<file path="config.mk">
export PLATFORM = sky130hd
export DESIGN_NAME = wedge_fitter
export DESIGN_NICKNAME = d
export VERILOG_FILES = /design/src/source/wedge_word_pkg.sv /design/src/source/fitter_pkg.sv /design/src/source/word_fifo.sv /design/src/source/fitter_control.sv /design/src/source/chisq_compare.sv /design/src/source/track_formatter.sv /design/src/source/status_flags.sv /design/src/source/wedge_fitter.sv
export SDC_FILE = /design/constraint.sdc
export NUM_CORES = 1
export LEC_CHECK = 0
export ABC_AREA = 0
export BUFFER_PORTS_ARGS = -buffer_cell sky130_fd_sc_hd__buf_2
export CAP_MARGIN = 20
export CORE_MARGIN = 2
export CORE_UTILIZATION = 51
export DETAILED_ROUTE_END_ITERATION = 8
export PLACE_DENSITY = 0.75
export SLEW_MARGIN = 20
export SYNTH_ARGS = -nofsm -noshare
export SYNTH_HDL_FRONTEND = slang
export SYNTH_SLANG_ARGS = --single-unit
</file>
<file path="constraint.sdc">
create_clock -name clock -period 16.2 [get_ports clock]
set_clock_uncertainty 0.2 [all_clocks]
set_input_delay 0.81 -clock clock [delete_from_list [all_inputs] [get_ports clock]]
set_output_delay 0.81 -clock clock [all_outputs]
set_load 0.01 [all_outputs]
</file>
<file path="src/source/wedge_word_pkg.sv">
package wedge_word_pkg;

	//////////////////////////////////////////////////////////////////////
	// link word geometry

	localparam int WORD_WIDTH = 23;
	localparam int ROADID_WIDTH = WORD_WIDTH - 2; // everything below ee and ep
	localparam int CHISQ_WIDTH = 13;
	localparam int TRACK_WIDTH = 8;

	// bit of the end-event word that carries the output parity
	localparam int PARITY_BIT = 8;

	// one word on the link
	// road-id word: payload is the road id
	// candidate word: payload is chisq (upper) over track number (lower)
	// end-event word: payload is error bits and event tag
	typedef struct packed {
		logic ee; // end of event
		logic ep; // end of road
		logic [ROADID_WIDTH-1:0] payload;
	} wedge_word_t;

endpackage

</file>
<file path="src/source/fitter_pkg.sv">
package fitter_pkg;

	import wedge_word_pkg::*;

	//////////////////////////////////////////////////////////////////////
	// buffer sizes

	localparam int IN_DEPTH = 16;
	localparam int OUT_DEPTH = 16;
	localparam int TRACK_DEPTH = 8; // roads waiting for the formatter
	localparam int HOLD_LEVEL = IN_DEPTH - 4; // leaves room for words already in flight

	// best candidate of one road
	typedef struct packed {
		logic [ROADID_WIDTH-1:0] road_id;
		logic [CHISQ_WIDTH-1:0] chisq;
		logic [TRACK_WIDTH-1:0] track;
	} best_track_t;

	// status word, error bits sticky, empty bits live
	typedef struct packed {
		logic in_overflow;
		logic out_overflow;
		logic invalid_road;
		logic in_empty;
		logic out_empty;
	} wedge_status_t;

endpackage

</file>
<file path="src/source/word_fifo.sv">
`timescale 1ns/1ps

module word_fifo #(
	parameter type payload_t = logic [22:0],
	parameter int DEPTH = 16,
	parameter int AFULL_LEVEL = 12
) (
	input logic clock,
	input logic reset,
	// write side
	input logic push,
	input payload_t din,
	output logic full,
	output logic almost_full,
	output logic overflow,
	// read side, first word shown at the head
	output logic out_valid,
	input logic out_ready,
	output payload_t dout,
	output logic empty
);

	localparam int PTR_WIDTH = $clog2(DEPTH);
	localparam int CNT_WIDTH = $clog2(DEPTH + 1);

	payload_t mem [DEPTH];
	logic [PTR_WIDTH-1:0] wr_ptr;
	logic [PTR_WIDTH-1:0] rd_ptr;
	logic [CNT_WIDTH-1:0] count;
	logic do_push;
	logic do_pop;

	assign do_push = push && !full;
	assign do_pop = out_valid && out_ready;

	assign full = (count == CNT_WIDTH'(DEPTH));
	assign almost_full = (count >= CNT_WIDTH'(AFULL_LEVEL));
	assign empty = (count == '0);
	assign overflow = push && full; // word is lost
	assign out_valid = !empty;
	assign dout = mem[rd_ptr];

	always_ff @(posedge clock)
	begin
		if (do_push)
			mem[wr_ptr] <= din;
	end

	always_ff @(posedge clock)
	begin
		if (reset)
		begin
			wr_ptr <= '0;
			rd_ptr <= '0;
			count <= '0;
		end
		else
		begin
			if (do_push)
				wr_ptr <= (wr_ptr == PTR_WIDTH'(DEPTH - 1)) ? '0 : wr_ptr + 1'b1;
			if (do_pop)
				rd_ptr <= (rd_ptr == PTR_WIDTH'(DEPTH - 1)) ? '0 : rd_ptr + 1'b1;
			if (do_push && !do_pop)
				count <= count + 1'b1;
			else if (do_pop && !do_push)
				count <= count - 1'b1;
		end
	end

	assert property (@(posedge clock) disable iff (reset) count <= CNT_WIDTH'(DEPTH))
		else $error("word_fifo: fill count above depth");

endmodule

</file>
<file path="src/source/fitter_control.sv">
`timescale 1ns/1ps

module fitter_control import wedge_word_pkg::*, fitter_pkg::*; (
	input logic clock,
	input logic reset,
	// input FIFO head
	input logic in_valid,
	output logic in_ready,
	input wedge_word_t in_word,
	// commands to the compare
	output logic start_road,
	output logic [ROADID_WIDTH-1:0] road_id,
	output logic cand_valid,
	output logic [CHISQ_WIDTH-1:0] cand_chisq,
	output logic [TRACK_WIDTH-1:0] cand_track,
	output logic cand_last,
	input logic decision_valid,
	input logic pass,
	input best_track_t best,
	// track FIFO
	output logic track_push,
	input logic track_full,
	input logic track_empty,
	// end-event handoff
	output logic ee_valid,
	output wedge_word_t ee_word,
	input logic ee_ready,
	input logic formatter_busy,
	output logic invalid_road
);

	typedef enum logic [1:0] {idle, in_road, wait_drain} ctl_state_t;

	ctl_state_t state;
	ctl_state_t state_next;
	logic drained;

	// fields straight off the head word, qualified by the strobes below
	assign road_id = in_word.payload;
	assign cand_chisq = in_word.payload[TRACK_WIDTH +: CHISQ_WIDTH];
	assign cand_track = in_word.payload[TRACK_WIDTH-1:0];
	assign cand_last = in_word.ep;
	assign ee_word = in_word;

	assign track_push = decision_valid && pass;

	// no track left anywhere ahead of the end event
	assign drained = track_empty && !formatter_busy && !decision_valid;

	always_comb
	begin
		state_next = state;
		in_ready = 1'b0;
		start_road = 1'b0;
		cand_valid = 1'b0;
		ee_valid = 1'b0;
		invalid_road = 1'b0;
		case (state)
			idle:
			begin
				if (in_valid && in_word.ee)
					state_next = wait_drain; // head stays until the formatter takes it
				else if (in_valid && !track_full)
				begin
					in_ready = 1'b1;
					if (in_word.ep)
						invalid_road = 1'b1; // orphan ep word, dropped
					else
					begin
						start_road = 1'b1;
						state_next = in_road;
					end
				end
			end
			in_road:
			begin
				if (in_valid && in_word.ee)
				begin
					invalid_road = 1'b1; // road cut short by the event end
					state_next = wait_drain;
				end
				else if (in_valid && !track_full)
				begin
					in_ready = 1'b1;
					cand_valid = 1'b1;
					if (in_word.ep)
						state_next = idle;
				end
			end
			wait_drain:
			begin
				ee_valid = in_valid && drained;
				if (ee_valid && ee_ready)
				begin
					in_ready = 1'b1;
					state_next = idle;
				end
			end
			default: state_next = idle;
		endcase
	end

	always_ff @(posedge clock)
	begin
		if (reset)
			state <= idle;
		else
			state <= state_next;
	end

	assert property (@(posedge clock) disable iff (reset) track_push |-> !track_full)
		else $error("fitter_control: track push into a full FIFO");

endmodule

</file>
<file path="src/source/chisq_compare.sv">
`timescale 1ns/1ps

module chisq_compare import wedge_word_pkg::*, fitter_pkg::*; (
	input logic clock,
	input logic reset,
	input logic start_road,
	input logic [ROADID_WIDTH-1:0] road_id,
	input logic cand_valid,
	input logic [CHISQ_WIDTH-1:0] cand_chisq,
	input logic [TRACK_WIDTH-1:0] cand_track,
	input logic cand_last,
	input logic nocut,
	input logic [CHISQ_WIDTH-1:0] chi2cut_value,
	output logic decision_valid,
	output logic pass,
	output best_track_t best
);

	logic [ROADID_WIDTH-1:0] cur_road;
	logic [CHISQ_WIDTH-1:0] best_chisq;
	logic [TRACK_WIDTH-1:0] best_track;
	logic [CHISQ_WIDTH-1:0] next_chisq;
	logic [TRACK_WIDTH-1:0] next_track;
	logic have_cand;
	logic take;

	// strictly smaller wins, a tie keeps the earlier one
	assign take = !have_cand || (cand_chisq < best_chisq);
	assign next_chisq = take ? cand_chisq : best_chisq;
	assign next_track = take ? cand_track : best_track;

	always_ff @(posedge clock)
	begin
		if (reset)
		begin
			have_cand <= 1'b0;
			decision_valid <= 1'b0;
		end
		else
		begin
			decision_valid <= cand_valid && cand_last;
			if (start_road)
				have_cand <= 1'b0;
			else if (cand_valid)
				have_cand <= 1'b1;
		end
	end

	always_ff @(posedge clock)
	begin
		if (start_road)
			cur_road <= road_id;
		if (cand_valid)
		begin
			best_chisq <= next_chisq;
			best_track <= next_track;
		end
		if (cand_valid && cand_last)
		begin
			best.road_id <= cur_road;
			best.chisq <= next_chisq;
			best.track <= next_track;
			pass <= nocut || (next_chisq <= chi2cut_value); // cut is inclusive
		end
	end

endmodule

</file>
<file path="src/source/track_formatter.sv">
`timescale 1ns/1ps

module track_formatter import wedge_word_pkg::*, fitter_pkg::*; (
	input logic clock,
	input logic reset,
	// track FIFO head
	input logic trk_valid,
	output logic trk_ready,
	input best_track_t trk,
	// end event from the control
	input logic ee_valid,
	output logic ee_ready,
	input wedge_word_t ee_word,
	output logic busy,
	// output FIFO write side
	output logic out_push,
	output wedge_word_t out_word,
	input logic out_full
);

	typedef enum logic [1:0] {idle, track_word, end_event} fmt_state_t;

	fmt_state_t state;
	fmt_state_t state_next;
	wedge_word_t ee_hold;
	logic parity; // over track words since the last end event

	assign busy = (state != idle);

	always_comb
	begin
		state_next = state;
		trk_ready = 1'b0;
		ee_ready = 1'b0;
		out_push = 1'b0;
		out_word = '0;
		case (state)
			idle:
			begin
				out_word.payload = trk.road_id; // road-id word, ee and ep clear
				if (trk_valid)
				begin
					out_push = !out_full;
					if (!out_full)
						state_next = track_word;
				end
				else if (ee_valid)
				begin
					ee_ready = 1'b1;
					state_next = end_event;
				end
			end
			track_word:
			begin
				out_word.ep = 1'b1;
				out_word.payload = {trk.chisq, trk.track};
				if (!out_full)
				begin
					out_push = 1'b1;
					trk_ready = 1'b1; // head popped only after both words
					state_next = idle;
				end
			end
			end_event:
			begin
				out_word = ee_hold;
				out_word.payload[PARITY_BIT] = parity;
				if (!out_full)
				begin
					out_push = 1'b1;
					state_next = idle;
				end
			end
			default: state_next = idle;
		endcase
	end

	always_ff @(posedge clock)
	begin
		if (reset)
		begin
			state <= idle;
			parity <= 1'b0;
		end
		else
		begin
			state <= state_next;
			if (out_push && state == end_event)
				parity <= 1'b0;
			else if (out_push)
				parity <= parity ^ (^out_word);
		end
	end

	always_ff @(posedge clock)
	begin
		if (ee_valid && ee_ready)
			ee_hold <= ee_word;
	end

	assert property (@(posedge clock) disable iff (reset) out_push |-> !out_full)
		else $error("track_formatter: push into a full output FIFO");

endmodule

</file>
<file path="src/source/status_flags.sv">
`timescale 1ns/1ps

module status_flags import fitter_pkg::*; (
	input logic clock,
	input logic clear_status,
	input logic in_overflow,
	input logic out_overflow,
	input logic invalid_road,
	input logic in_empty,
	input logic out_empty,
	output wedge_status_t status
);

	logic in_overflow_seen;
	logic out_overflow_seen;
	logic invalid_seen;

	always_ff @(posedge clock)
	begin
		if (clear_status)
		begin
			in_overflow_seen <= 1'b0;
			out_overflow_seen <= 1'b0;
			invalid_seen <= 1'b0;
		end
		else
		begin
			in_overflow_seen <= in_overflow_seen | in_overflow;
			out_overflow_seen <= out_overflow_seen | out_overflow;
			invalid_seen <= invalid_seen | invalid_road;
		end
	end

	always_comb
	begin
		status.in_overflow = in_overflow_seen;
		status.out_overflow = out_overflow_seen;
		status.invalid_road = invalid_seen;
		status.in_empty = in_empty; // live
		status.out_empty = out_empty;
	end

endmodule

</file>
<file path="src/source/wedge_fitter.sv">
`timescale 1ns/1ps

module wedge_fitter import wedge_word_pkg::*, fitter_pkg::*; (
	input logic clock,
	input logic reset,
	input logic clear_status,
	input wedge_word_t data_in,
	input logic ds,
	output logic hold,
	input logic out_re,
	output wedge_word_t data_out,
	output logic out_valid,
	output logic out_empty,
	input logic nocut,
	input logic [CHISQ_WIDTH-1:0] chi2cut_value,
	output wedge_status_t wedge_status
);

	logic in_valid;
	logic in_ready;
	wedge_word_t in_word;
	logic in_overflow;
	logic in_empty;
	logic start_road;
	logic [ROADID_WIDTH-1:0] road_id;
	logic cand_valid;
	logic [CHISQ_WIDTH-1:0] cand_chisq;
	logic [TRACK_WIDTH-1:0] cand_track;
	logic cand_last;
	logic decision_valid;
	logic pass;
	best_track_t best;
	logic track_push;
	logic track_full;
	logic track_empty;
	logic trk_valid;
	logic trk_ready;
	best_track_t trk;
	logic ee_valid;
	logic ee_ready;
	wedge_word_t ee_word;
	logic formatter_busy;
	logic invalid_road;
	logic out_push;
	wedge_word_t out_word;
	logic out_full;
	logic out_overflow;
	logic out_fifo_valid;
	wedge_word_t out_fifo_word;

	//////////////////////////////////////////////////////////////////////
	// input side, hold comes from the fill level

	word_fifo #(
		.payload_t(wedge_word_t),
		.DEPTH(IN_DEPTH),
		.AFULL_LEVEL(HOLD_LEVEL)
	) u_fifo_in (
		.clock(clock),
		.reset(reset),
		.push(ds),
		.din(data_in),
		.full(),
		.almost_full(hold),
		.overflow(in_overflow),
		.out_valid(in_valid),
		.out_ready(in_ready),
		.dout(in_word),
		.empty(in_empty)
	);

	fitter_control u_fitter_control (
		.clock(clock),
		.reset(reset),
		.in_valid(in_valid),
		.in_ready(in_ready),
		.in_word(in_word),
		.start_road(start_road),
		.road_id(road_id),
		.cand_valid(cand_valid),
		.cand_chisq(cand_chisq),
		.cand_track(cand_track),
		.cand_last(cand_last),
		.decision_valid(decision_valid),
		.pass(pass),
		.best(best),
		.track_push(track_push),
		.track_full(track_full),
		.track_empty(track_empty),
		.ee_valid(ee_valid),
		.ee_word(ee_word),
		.ee_ready(ee_ready),
		.formatter_busy(formatter_busy),
		.invalid_road(invalid_road)
	);

	chisq_compare u_chisq_compare (
		.clock(clock),
		.reset(reset),
		.start_road(start_road),
		.road_id(road_id),
		.cand_valid(cand_valid),
		.cand_chisq(cand_chisq),
		.cand_track(cand_track),
		.cand_last(cand_last),
		.nocut(nocut),
		.chi2cut_value(chi2cut_value),
		.decision_valid(decision_valid),
		.pass(pass),
		.best(best)
	);

	//////////////////////////////////////////////////////////////////////
	// passing tracks wait here for the formatter

	word_fifo #(
		.payload_t(best_track_t),
		.DEPTH(TRACK_DEPTH),
		.AFULL_LEVEL(TRACK_DEPTH)
	) u_fifo_track (
		.clock(clock),
		.reset(reset),
		.push(track_push),
		.din(best),
		.full(track_full),
		.almost_full(),
		.overflow(),
		.out_valid(trk_valid),
		.out_ready(trk_ready),
		.dout(trk),
		.empty(track_empty)
	);

	track_formatter u_track_formatter (
		.clock(clock),
		.reset(reset),
		.trk_valid(trk_valid),
		.trk_ready(trk_ready),
		.trk(trk),
		.ee_valid(ee_valid),
		.ee_ready(ee_ready),
		.ee_word(ee_word),
		.busy(formatter_busy),
		.out_push(out_push),
		.out_word(out_word),
		.out_full(out_full)
	);

	word_fifo #(
		.payload_t(wedge_word_t),
		.DEPTH(OUT_DEPTH),
		.AFULL_LEVEL(OUT_DEPTH)
	) u_fifo_out (
		.clock(clock),
		.reset(reset),
		.push(out_push),
		.din(out_word),
		.full(out_full),
		.almost_full(),
		.overflow(out_overflow),
		.out_valid(out_fifo_valid),
		.out_ready(out_re),
		.dout(out_fifo_word),
		.empty(out_empty)
	);

	// read port, popped word shows one cycle after out_re
	always_ff @(posedge clock)
	begin
		if (reset)
			out_valid <= 1'b0;
		else
			out_valid <= out_fifo_valid && out_re;
	end

	always_ff @(posedge clock)
	begin
		if (out_fifo_valid && out_re)
			data_out <= out_fifo_word;
	end

	status_flags u_status_flags (
		.clock(clock),
		.clear_status(clear_status || reset), // flags start low out of reset
		.in_overflow(in_overflow),
		.out_overflow(out_overflow),
		.invalid_road(invalid_road),
		.in_empty(in_empty),
		.out_empty(out_empty),
		.status(wedge_status)
	);

endmodule

</file>
==> impl.org, run 1 <==
** Layout
- Fraction of layout instances using a drive strength above 1 :: 0.2945
- Number of nets in the layout :: 2437
- Area growth from synthesis to final layout :: 12.18%
- After filler insertion, the fill cell instance count of the layout stands at ~6.5k.

** Synthesis
- Area fraction of the dominant cell type after synthesis :: 0.7482
- Ys async rst share :: 0
- The largest total area in the synthesized netlist belongs to edfxtp_1.
- The most used flip-flop cell after synthesis is edfxtp_1.
- Warning count from the yosys run :: 0
- Cell count after synthesis :: 2182
- The cell area that synthesis handed to floorplanning was 48240 µm².
- Post-Syn Area per Cell :: approximately 22 µm²
- Count of flip-flops with a built-in enable after synthesis :: about 1.2k
- Count of different cell masters after synthesis :: 47
- By area the synthesized netlist is led by edfxtp_1, mux4_2, dfxtp_1.
- After synthesis the netlist holds a flip-flop and latch count of about 1.3k.
- Mapped Nets :: 2281
- Of the synthesized area, sequential elements account for 0.7706.

** Setup path
- Counting both buffers and inverters, the worst setup path holds a total of 1.
- STA classifies the critical path endpoint as a register.
- Kind of launch point of the worst setup path :: register
- Data arrives at the worst endpoint at 6.80 ns.
- On the critical path, the stage with the largest delay is an instance of buf_4.
- Required @ worst endpoint :: between 15 and 20 ns
- Delay of the slowest cell on the worst path :: about 0.71 ns
- Slack of the worst reg-to-reg path :: around 9.7 ns
- The critical path goes through buf_4 > mux4_2 > mux4_2 > ha_1 > nand4_1 > nor2_1 > nand2_1 > nand2_1 > nor2_1 > a31oi_2 > mux2_2 > ha_1 > nor2b_1 > o21a_1 > o21a_1 > o21ai_0 > a21oi_1 > o31ai_1 > a21boi_0 > o21a_1 > o21a_1 > o21ai_0.
- Crit-path leading delay family :: compound AO/OA/AOI/OAI gates
- By startpoint and endpoint, the worst setup path is classified as register to register.
- Worst reg2reg path endpoint :: u_chisq_compare.pass
- Worst Reg-to-Reg Cells :: 22
- The cell that appears most often on the critical path is o21a_1.
- Max FO, Critical Path :: 40

** Min path
- The worst hold path belongs to the class primary input to register.
- Start point of the worst hold path :: clear_status
- The worst hold path was traced through 2 stages.
- Min-Delay Endpoint :: u_status_flags.in_overflow_seen

** STA
- Setup repair after global routing left no endpoint under its margin.
- At the pin with the least slew margin, the transition time is around 1.1 ns.
- In the finished design, the share of the clock period the worst path needs comes to 0.3994.
- Headroom to the max-slew limit :: 0.2574
- Max Clock Freq :: about 150 MHz
- Minimum clock period after layout :: approximately 6.5 ns
- Total of endpoints with negative setup slack in the final report :: 0
- Pins over their slew limit :: 0
- On the final layout, the worst hold slack is between 0.09 and 0.1 ns.
- Summed over all failing endpoints, the final setup total negative slack is 0 ns.
- The number of hold violations in the final report was 0.

** CTS
- Counting along the longest clock path gives a buffer depth of 3.
- The root buffer cell chosen for the clock tree is clkbuf_16.
- Clk pin slew, worst setup/hold paths :: about 0.060 ns
- The tree built by TritonCTS fans out to roughly 1.3k sinks.
- TritonCTS clock tree :: yes
- CTS-repair resized insts :: 0
- H-Tree Depth :: 3
- Post-CTS Setup Inserts :: 0
- For this design, the CTS-stage hold fixing added 0 buffers.
- Inserted Clock Buffers :: ~120
- At the later pin of the worst-skew pair, clock insertion delay measures 0.70 ns.

** Floorplan
- The floorplan step defined a core boundary enclosing roughly 93000 µm².
- During I/O placement, the number of pins put on the boundary was 73.
- Starting utilization of the core area :: 0.5161
- Number of placement rows :: about 110
- The die is 311.6 µm wide.
- Die Span Y :: 311.6 µm
- The die covers 97070 µm².

** Global route
- Largest net degree at the start of global routing :: 77
- For this run the aggregate overflow at the end of global routing stands at 0.
- The first global-routing pass estimated approximately 150000 µm of wire.
- The number of global-route vias before repair is between 20k and 25k.
- Number of antenna violations at the first check in global routing :: 6
- For this run, the total global-route usage over all layers was measured as 0.2167.

** Power
- Internal power contribution :: slightly below 6 mW
- Fraction of power spent switching nets :: 0.2591
- Of the total power, combinational logic draws 0.173.
- Sequential group share of total power :: 0.501
- Dividing total power by cell area gives a power density of approximately 150 nW/µm².
- Leakage power total :: 16.95 nW
- The worst-case IR drop observed on VDD is 0.1603 mV.
- Clock share of power :: 0.326
- Switch Pwr :: a little over 2 mW

** Routing
- Via/cell ratio :: 6.197
- Routed wire length per instance :: approximately 29 µm
- Via count of the routed design :: approximately 23k
- The final layout contains routed wiring with a total length of ~110000 µm.
- The detail route stage leaves a number of antenna-violating nets equal to 0.
- For this run, the detailed router's first-pass iteration total came to 6.
- DR iter-0 viols :: 2906
- After detailed routing, the number of remaining DRC violations is 0.

** Job
- Max-cap viol count :: 0

** Placement
- Input and output buffers added on the ports amount to between 70 and 80.
- After legalization and detailed placement, the total HPWL measured about 59000 µm.
- At the end of routability-driven placement, the weighted congestion stood at around 0.83.

** Outcome
- The run finished with clean final reports.
cell usage in the layout, fill, tap and decap left out, types with 20 or more instances in the layout:
master | synthesis | layout
edfxtp_1 | 1202 | 1202
mux4_2 | 314 | 314
clkbuf_16 | 0 | 115
buf_2 | 5 | 72
buf_4 | 9 | 68
nor2_1 | 93 | 59
ha_1 | 54 | 54
dfxtp_1 | 54 | 46
inv_1 | 45 | 45
mux2_2 | 41 | 41
a21oi_1 | 38 | 38
clkinv_1 | 0 | 36
nand2_1 | 35 | 35
nor2_2 | 0 | 31
xnor2_1 | 25 | 25
clkinv_2 | 0 | 22
a222oi_1 | 21 | 21
clkbuf_1 | 60 | 20
worst register-to-register path, cell delays in order, from the launching register on:
cell	delay [ns]
dfxtp_4	0.65
buf_4	0.73
mux4_2	0.61
mux4_2	0.55
ha_1	0.33
nand4_1	0.09
nor2_1	0.14
nand2_1	0.07
nand2_1	0.07
nor2_1	0.05
a31oi_2	0.47
mux2_2	0.42
ha_1	0.29
nor2b_1	0.14
o21a_1	0.16
o21a_1	0.15
o21ai_0	0.20
a21oi_1	0.10
o31ai_1	0.22
a21boi_0	0.13
o21a_1	0.18
o21a_1	0.16
o21ai_0	0.17
synth_stat cells (21+ instances only):
cell      number
a21oi_1       38
a222oi_1      21
buf_1         26
clkbuf_1      60
dfxtp_1       54
edfxtp_1    1202
ha_1          54
inv_1         45
mux2_2        41
mux4_2       314
nand2_1       35
nor2_1        93
nor3_1        24
xnor2_1       25
cells by family after synthesis:
| family | Yosys count | synth area share |
|---|---|---|
| compound gates | 113 | 0.01600 |
| xor+xnor | 39 | 0.007677 |
| fa+ha+maj | 57 | 0.01525 |
| buf+inv | 148 | 0.01281 |
| flops | 1256 | 0.7706 |
| mux | 366 | 0.1584 |
| simple gates | 203 | 0.01919 |
layer usage:
layer / track usage / wire, µm / vias up / share of wire
li1: - / - / 9373 / -
met1: 0.2969 / 40820 / 12151 / 0.38
met2: 0.3659 / 55200 / 1193 / 0.51
met3: 0.03321 / 8610 / 163 / 0.080
met4: 0.05940 / 2514 / 6 / 0.023
met5: 0 / 37 / - / 0.00035
worst max path at each step:
stage                            to  cells past startpoint
3_5_place_dp   u_chisq_compare.pass                     21
2_1_floorplan  u_chisq_compare.pass                     25
6_report       u_chisq_compare.pass                     22
5_1_grt        u_chisq_compare.pass                     22
4_1_cts        u_chisq_compare.pass                     21
3_3_place_gp   u_chisq_compare.pass                     22
per-stage QoR:
stage                     power, mW  worst slack (ns)  instance area, µm²  cells    util
after global placement        5.355             9.932               50420   3473  0.5394
after floorplan               4.955             10.00               48240   2182       -
after global routing          8.222             9.383               54120   3692  0.5790
after detailed placement      5.418             9.710               50440   3473  0.5396
after CTS                     7.988             9.735               54070   3690  0.5785
final                         7.960             9.730               54120   3693  0.5790
flip-flops by register name (all words and copies together), names as in the netlist, 2 cells and up, named ones only:
signal                      count
u_fifo_in.count                 5
u_chisq_compare.best_chisq     13
u_track_formatter.ee_hold      22
u_chisq_compare.cur_road       21
u_fifo_track.mem              336
u_track_formatter.state         2
u_fifo_in.rd_ptr                4
u_chisq_compare.best           42
u_fitter_control.state          2
u_fifo_out.wr_ptr               4
u_fifo_track.wr_ptr             3
u_fifo_out.rd_ptr               4
u_fifo_in.wr_ptr                4
u_chisq_compare.best_track      8
u_fifo_out.count                5
u_fifo_out.mem                368
u_fifo_track.count              4
u_fifo_in.mem                 368
u_fifo_track.rd_ptr             3
data_out                       23
power by group through the flow:
stage | logic [mW] | registers (mW) | clock network, mW
6_report | 1.38 | 3.99 | 2.59
5_1_grt | 1.48 | 4.00 | 2.74
4_1_cts | 1.38 | 3.99 | 2.62
3_5_place_dp | 1.36 | 4.05 | 0
3_3_place_gp | 1.31 | 4.04 | 0
2_1_floorplan | 0.973 | 3.98 | 0
layout make-up:
| cell class | instances | area, µm² | share of cell area |
|---|---|---|---|
| Timing Repair Buffer | 142 | 909.6 | 0.01681 |
| Clock inverter | 80 | 649.4 | 0.01200 |
| Multi-Input combinational cell | 778 | 10640 | 0.1966 |
| Tap cell | 1254 | 1569 | 0.02899 |
| Clock buffer | 137 | 2980 | 0.05507 |
| Antenna cell | 1 | 2.502 | 0.00004624 |
| Sequential cell | 1256 | 37200 | 0.6874 |
| Inverter | 45 | 168.9 | 0.003121 |
Note: power is estimated with default switching activity, not from simulation.
==> inputs of run 2 (changes only) <==
Clock period 16.2 ns to 6.5 ns, I/O delays scaled along.
==> impl.org, run 2 (synthesized netlist as in run 1, its figures left out) <==
** Routing
- The final layout contains routed wiring with a total length of around 100000 µm.
- Before antenna repair, the detailed router went through 6 iterations.
- DR iter-0 viols :: about 2.9k
- In the routed layout, each cell is associated on average with a via count of between 6 and 7.
- Final antenna-violating net count :: 0
- After detailed routing, the average wire length per cell comes to ~28 µm.
- Via count of the routed design :: around 23k
- Residual DRC count :: 0

** STA
- The number of hold violations in the final report came to 0.
- Max Clock Freq :: around 170 MHz
- The number of slew-limit violations in the final report is 0.
- Setup repair after global routing left no endpoint under its margin.
- For the finished layout, the period the worst path requires is 5.736 ns.
- Slew at the pin with the worst max-slew slack :: ~1.1 ns
- Post-route setup slack :: roughly 0.76 ns
- In this run the tightest slew margin relative to its limit is 0.2580.
- Ratio of final minimum period to clock period :: 0.8825
- Post-Route Setup TNS :: 0 ns
- Setup violations remaining at the end of the flow were counted as 0.
- Worst hold slack :: about 0.039 ns

** Setup path
- Following the worst setup path forward leads to its endpoint at u_chisq_compare.pass.
- Crit-path most repeated cell :: o21a_1
- The critical path is of the register to register type.
- Traced cell by cell, the critical path runs through buf_4 > mux4_2 > mux4_2 > ha_1 > o21ai_0 > nand2b_1 > a21oi_1 > nor2b_1 > o211ai_1 > a31oi_2 > buf_4 > mux2_2 > ha_1 > o21a_1 > o21a_1 > o21ai_0 > a21oi_1 > o31ai_1 > a21boi_0 > o21a_1 > o21a_1 > o21ai_0.
- STA puts the critical path data arrival time at between 6 and 7 ns.
- Kind of launch point of the worst setup path :: register
- Required @ worst endpoint :: ~6.8 ns
- The critical path contains buffers and inverters numbering 2 combined.
- Among cell families on the critical path, the largest total delay comes from compound AO/OA/AOI/OAI gates.
- Max FO, Critical Path :: 20
- Levels on crit path :: 22
- On the worst path, the slowest cell contributes a delay of roughly 0.57 ns.
- Critical Path End Type :: register
- Worst reg2reg path endpoint :: u_chisq_compare.pass
- Worst Reg-to-Reg Cells :: 22
- The largest individual stage delay along the critical path comes from the cell dfxtp_4.
- For flop-to-flop paths, the worst setup slack is between 0.7 and 0.8 ns.

** Floorplan
- In this run the standard cell core region covers ~93000 µm².
- From bottom edge to top edge, the die measures around 310 µm.
- Starting utilization of the core area :: 0.5161
- I/O pin total :: 73
- Die area :: between 90000 and 100000 µm²
- The initialized floorplan defines ~110 standard-cell rows.
- Die width :: 311.6 µm

** Power
- Dividing total power by cell area gives a power density of roughly 370 nW/µm².
- The design draws about 20 mW.
- Worst IR Drop VDD :: between 0.2 and 0.3 mV
- The analysis attributes to cell leakage a power of 17.12 nW.

** CTS
- The number of setup buffers added after CTS is 0.
- Clock tree root driver cell :: clkbuf_16
- At the later pin of the worst-skew pair, clock insertion delay measures 0.69 ns.
- TritonCTS clock tree :: yes
- Clk pin slew, worst setup/hold paths :: approximately 0.060 ns
- The H-tree was split into 3 levels.
- Clock tree synthesis inserted a total of 117 buffers.
- Deepest clock path buffer count :: 3
- For this design, the sink count on the clock tree is about 1.3k.
- CTS-repair resized insts :: 0

** Layout
- Biggest regs :: u_fifo_in.mem (368), u_fifo_out.mem (368), u_fifo_track.mem (336)
- For this run, the post-layout net count is about 2.5k.
- Top library cells by usage in the layout, fill and taps aside :: edfxtp_1, mux4_2, clkbuf_16
- Fraction of layout instances using a drive strength above 1 :: 0.2899
- The library cell used most frequently in the layout, excluding fill and tap cells, is edfxtp_1.
- Area growth from synthesis to final layout :: 12.97%

** Global route
- GR Overflow Total :: 0
- Total routing usage reported by global routing :: 0.2168
- Via count of the first global-routing pass :: 23.87k
- Number of antenna violations at the first check in global routing :: 3
- The first global-routing pass estimated approximately 150000 µm of wire.
- Entering global routing, the biggest net connects 53 pins.

** Job
- Max-cap violations in this run came to 0.

** Placement
- The congestion estimate from routability-driven global placement came to about 0.79.
- OpenSTA, run right after detailed placement, puts the worst setup slack at between 0.8 and 0.9 ns.
- During placement, the flow inserted port buffers numbering 72.
- After legalization and detailed placement, the total HPWL measured 60020 µm.

** Outcome
- The flow ran to the end, and the final reports show no timing, DRC or antenna violations.

** Min path
- HP Class :: primary input to register
-- run 2: cell types whose count changed in the layout (fill, tap and decap cells not counted), sizes merged --
| cell | change |
|---|---|
| clkinv | -22 |
| buf | +7 |
| bufinv | +2 |
| clkbuf | +17 |
| clkinvlp | +1 |
| dlygate4sd3 | +27 |
-- run 2: area by class of cell --
type,instances,area [µm²]
fill,6388,38970
antenna,1,2.502
timing repair buffer,176,1271
multi-input combinational,778,10620
tap,1254,1569
sequential,1256,37200
inverter,45,168.9
clock inverter,61,579.3
clock buffer,154,3088
-- run 2: stage by stage --
stage / area (µm²) / utilization / std cells
floorplan: 48240 / - / 2182
global placement: 50550 / 0.5408 / 3482
detailed placement: 50550 / 0.5408 / 3482
CTS: 54490 / 0.5829 / 3724
global route: 54500 / 0.5830 / 3725
finish: 54500 / 0.5830 / 3725
-- run 2: tightest hold or removal path, stage by stage --
cell	delay [ns]
buf_2	0.10
buf_4	0.29
nor2_1	0.16
-- run 2: where the power goes --
group | internal (mW) | switching (mW)
sequential | 9.64 | 0.287
combinational | 1.54 | 1.94
clock | 3.70 | 2.88
-- run 2: routing by layer --
metal  up-vias  share of wire  track usage
met4         0          0.030      0.07279
li1       9443              -            -
met3       189          0.089      0.04499
met5         -              0            0
met1     11933           0.38       0.2870
met2      1204           0.51       0.3618
-- run 2: repair_timing --
item                                   4_1_cts  5_1_grt
setup endpoints to repair                    0        0
hold buffers                                27        0
endpoints found under the hold margin      375        0
-- run 2: how the worst min path moves through the flow --
| stage | from | endpoint | slack (ns) | cells past startpoint |
|---|---|---|---|---|
| 6_report | reset | u_fifo_in.count[2] | 0.04 | 3 |
| 5_1_grt | reset | u_fifo_in.count[3] | 0.05 | 3 |
| 4_1_cts | reset | u_fifo_in.wr_ptr[1] | 0.01 | 3 |
| 3_5_place_dp | u_chisq_compare.cur_road[15] | u_chisq_compare.best[36] | 0.20 | 0 |
| 3_3_place_gp | u_chisq_compare.cur_road[5] | u_chisq_compare.best[26] | 0.20 | 0 |
| 2_1_floorplan | u_chisq_compare.cur_road[0] | u_chisq_compare.best[21] | 0.20 | 0 |
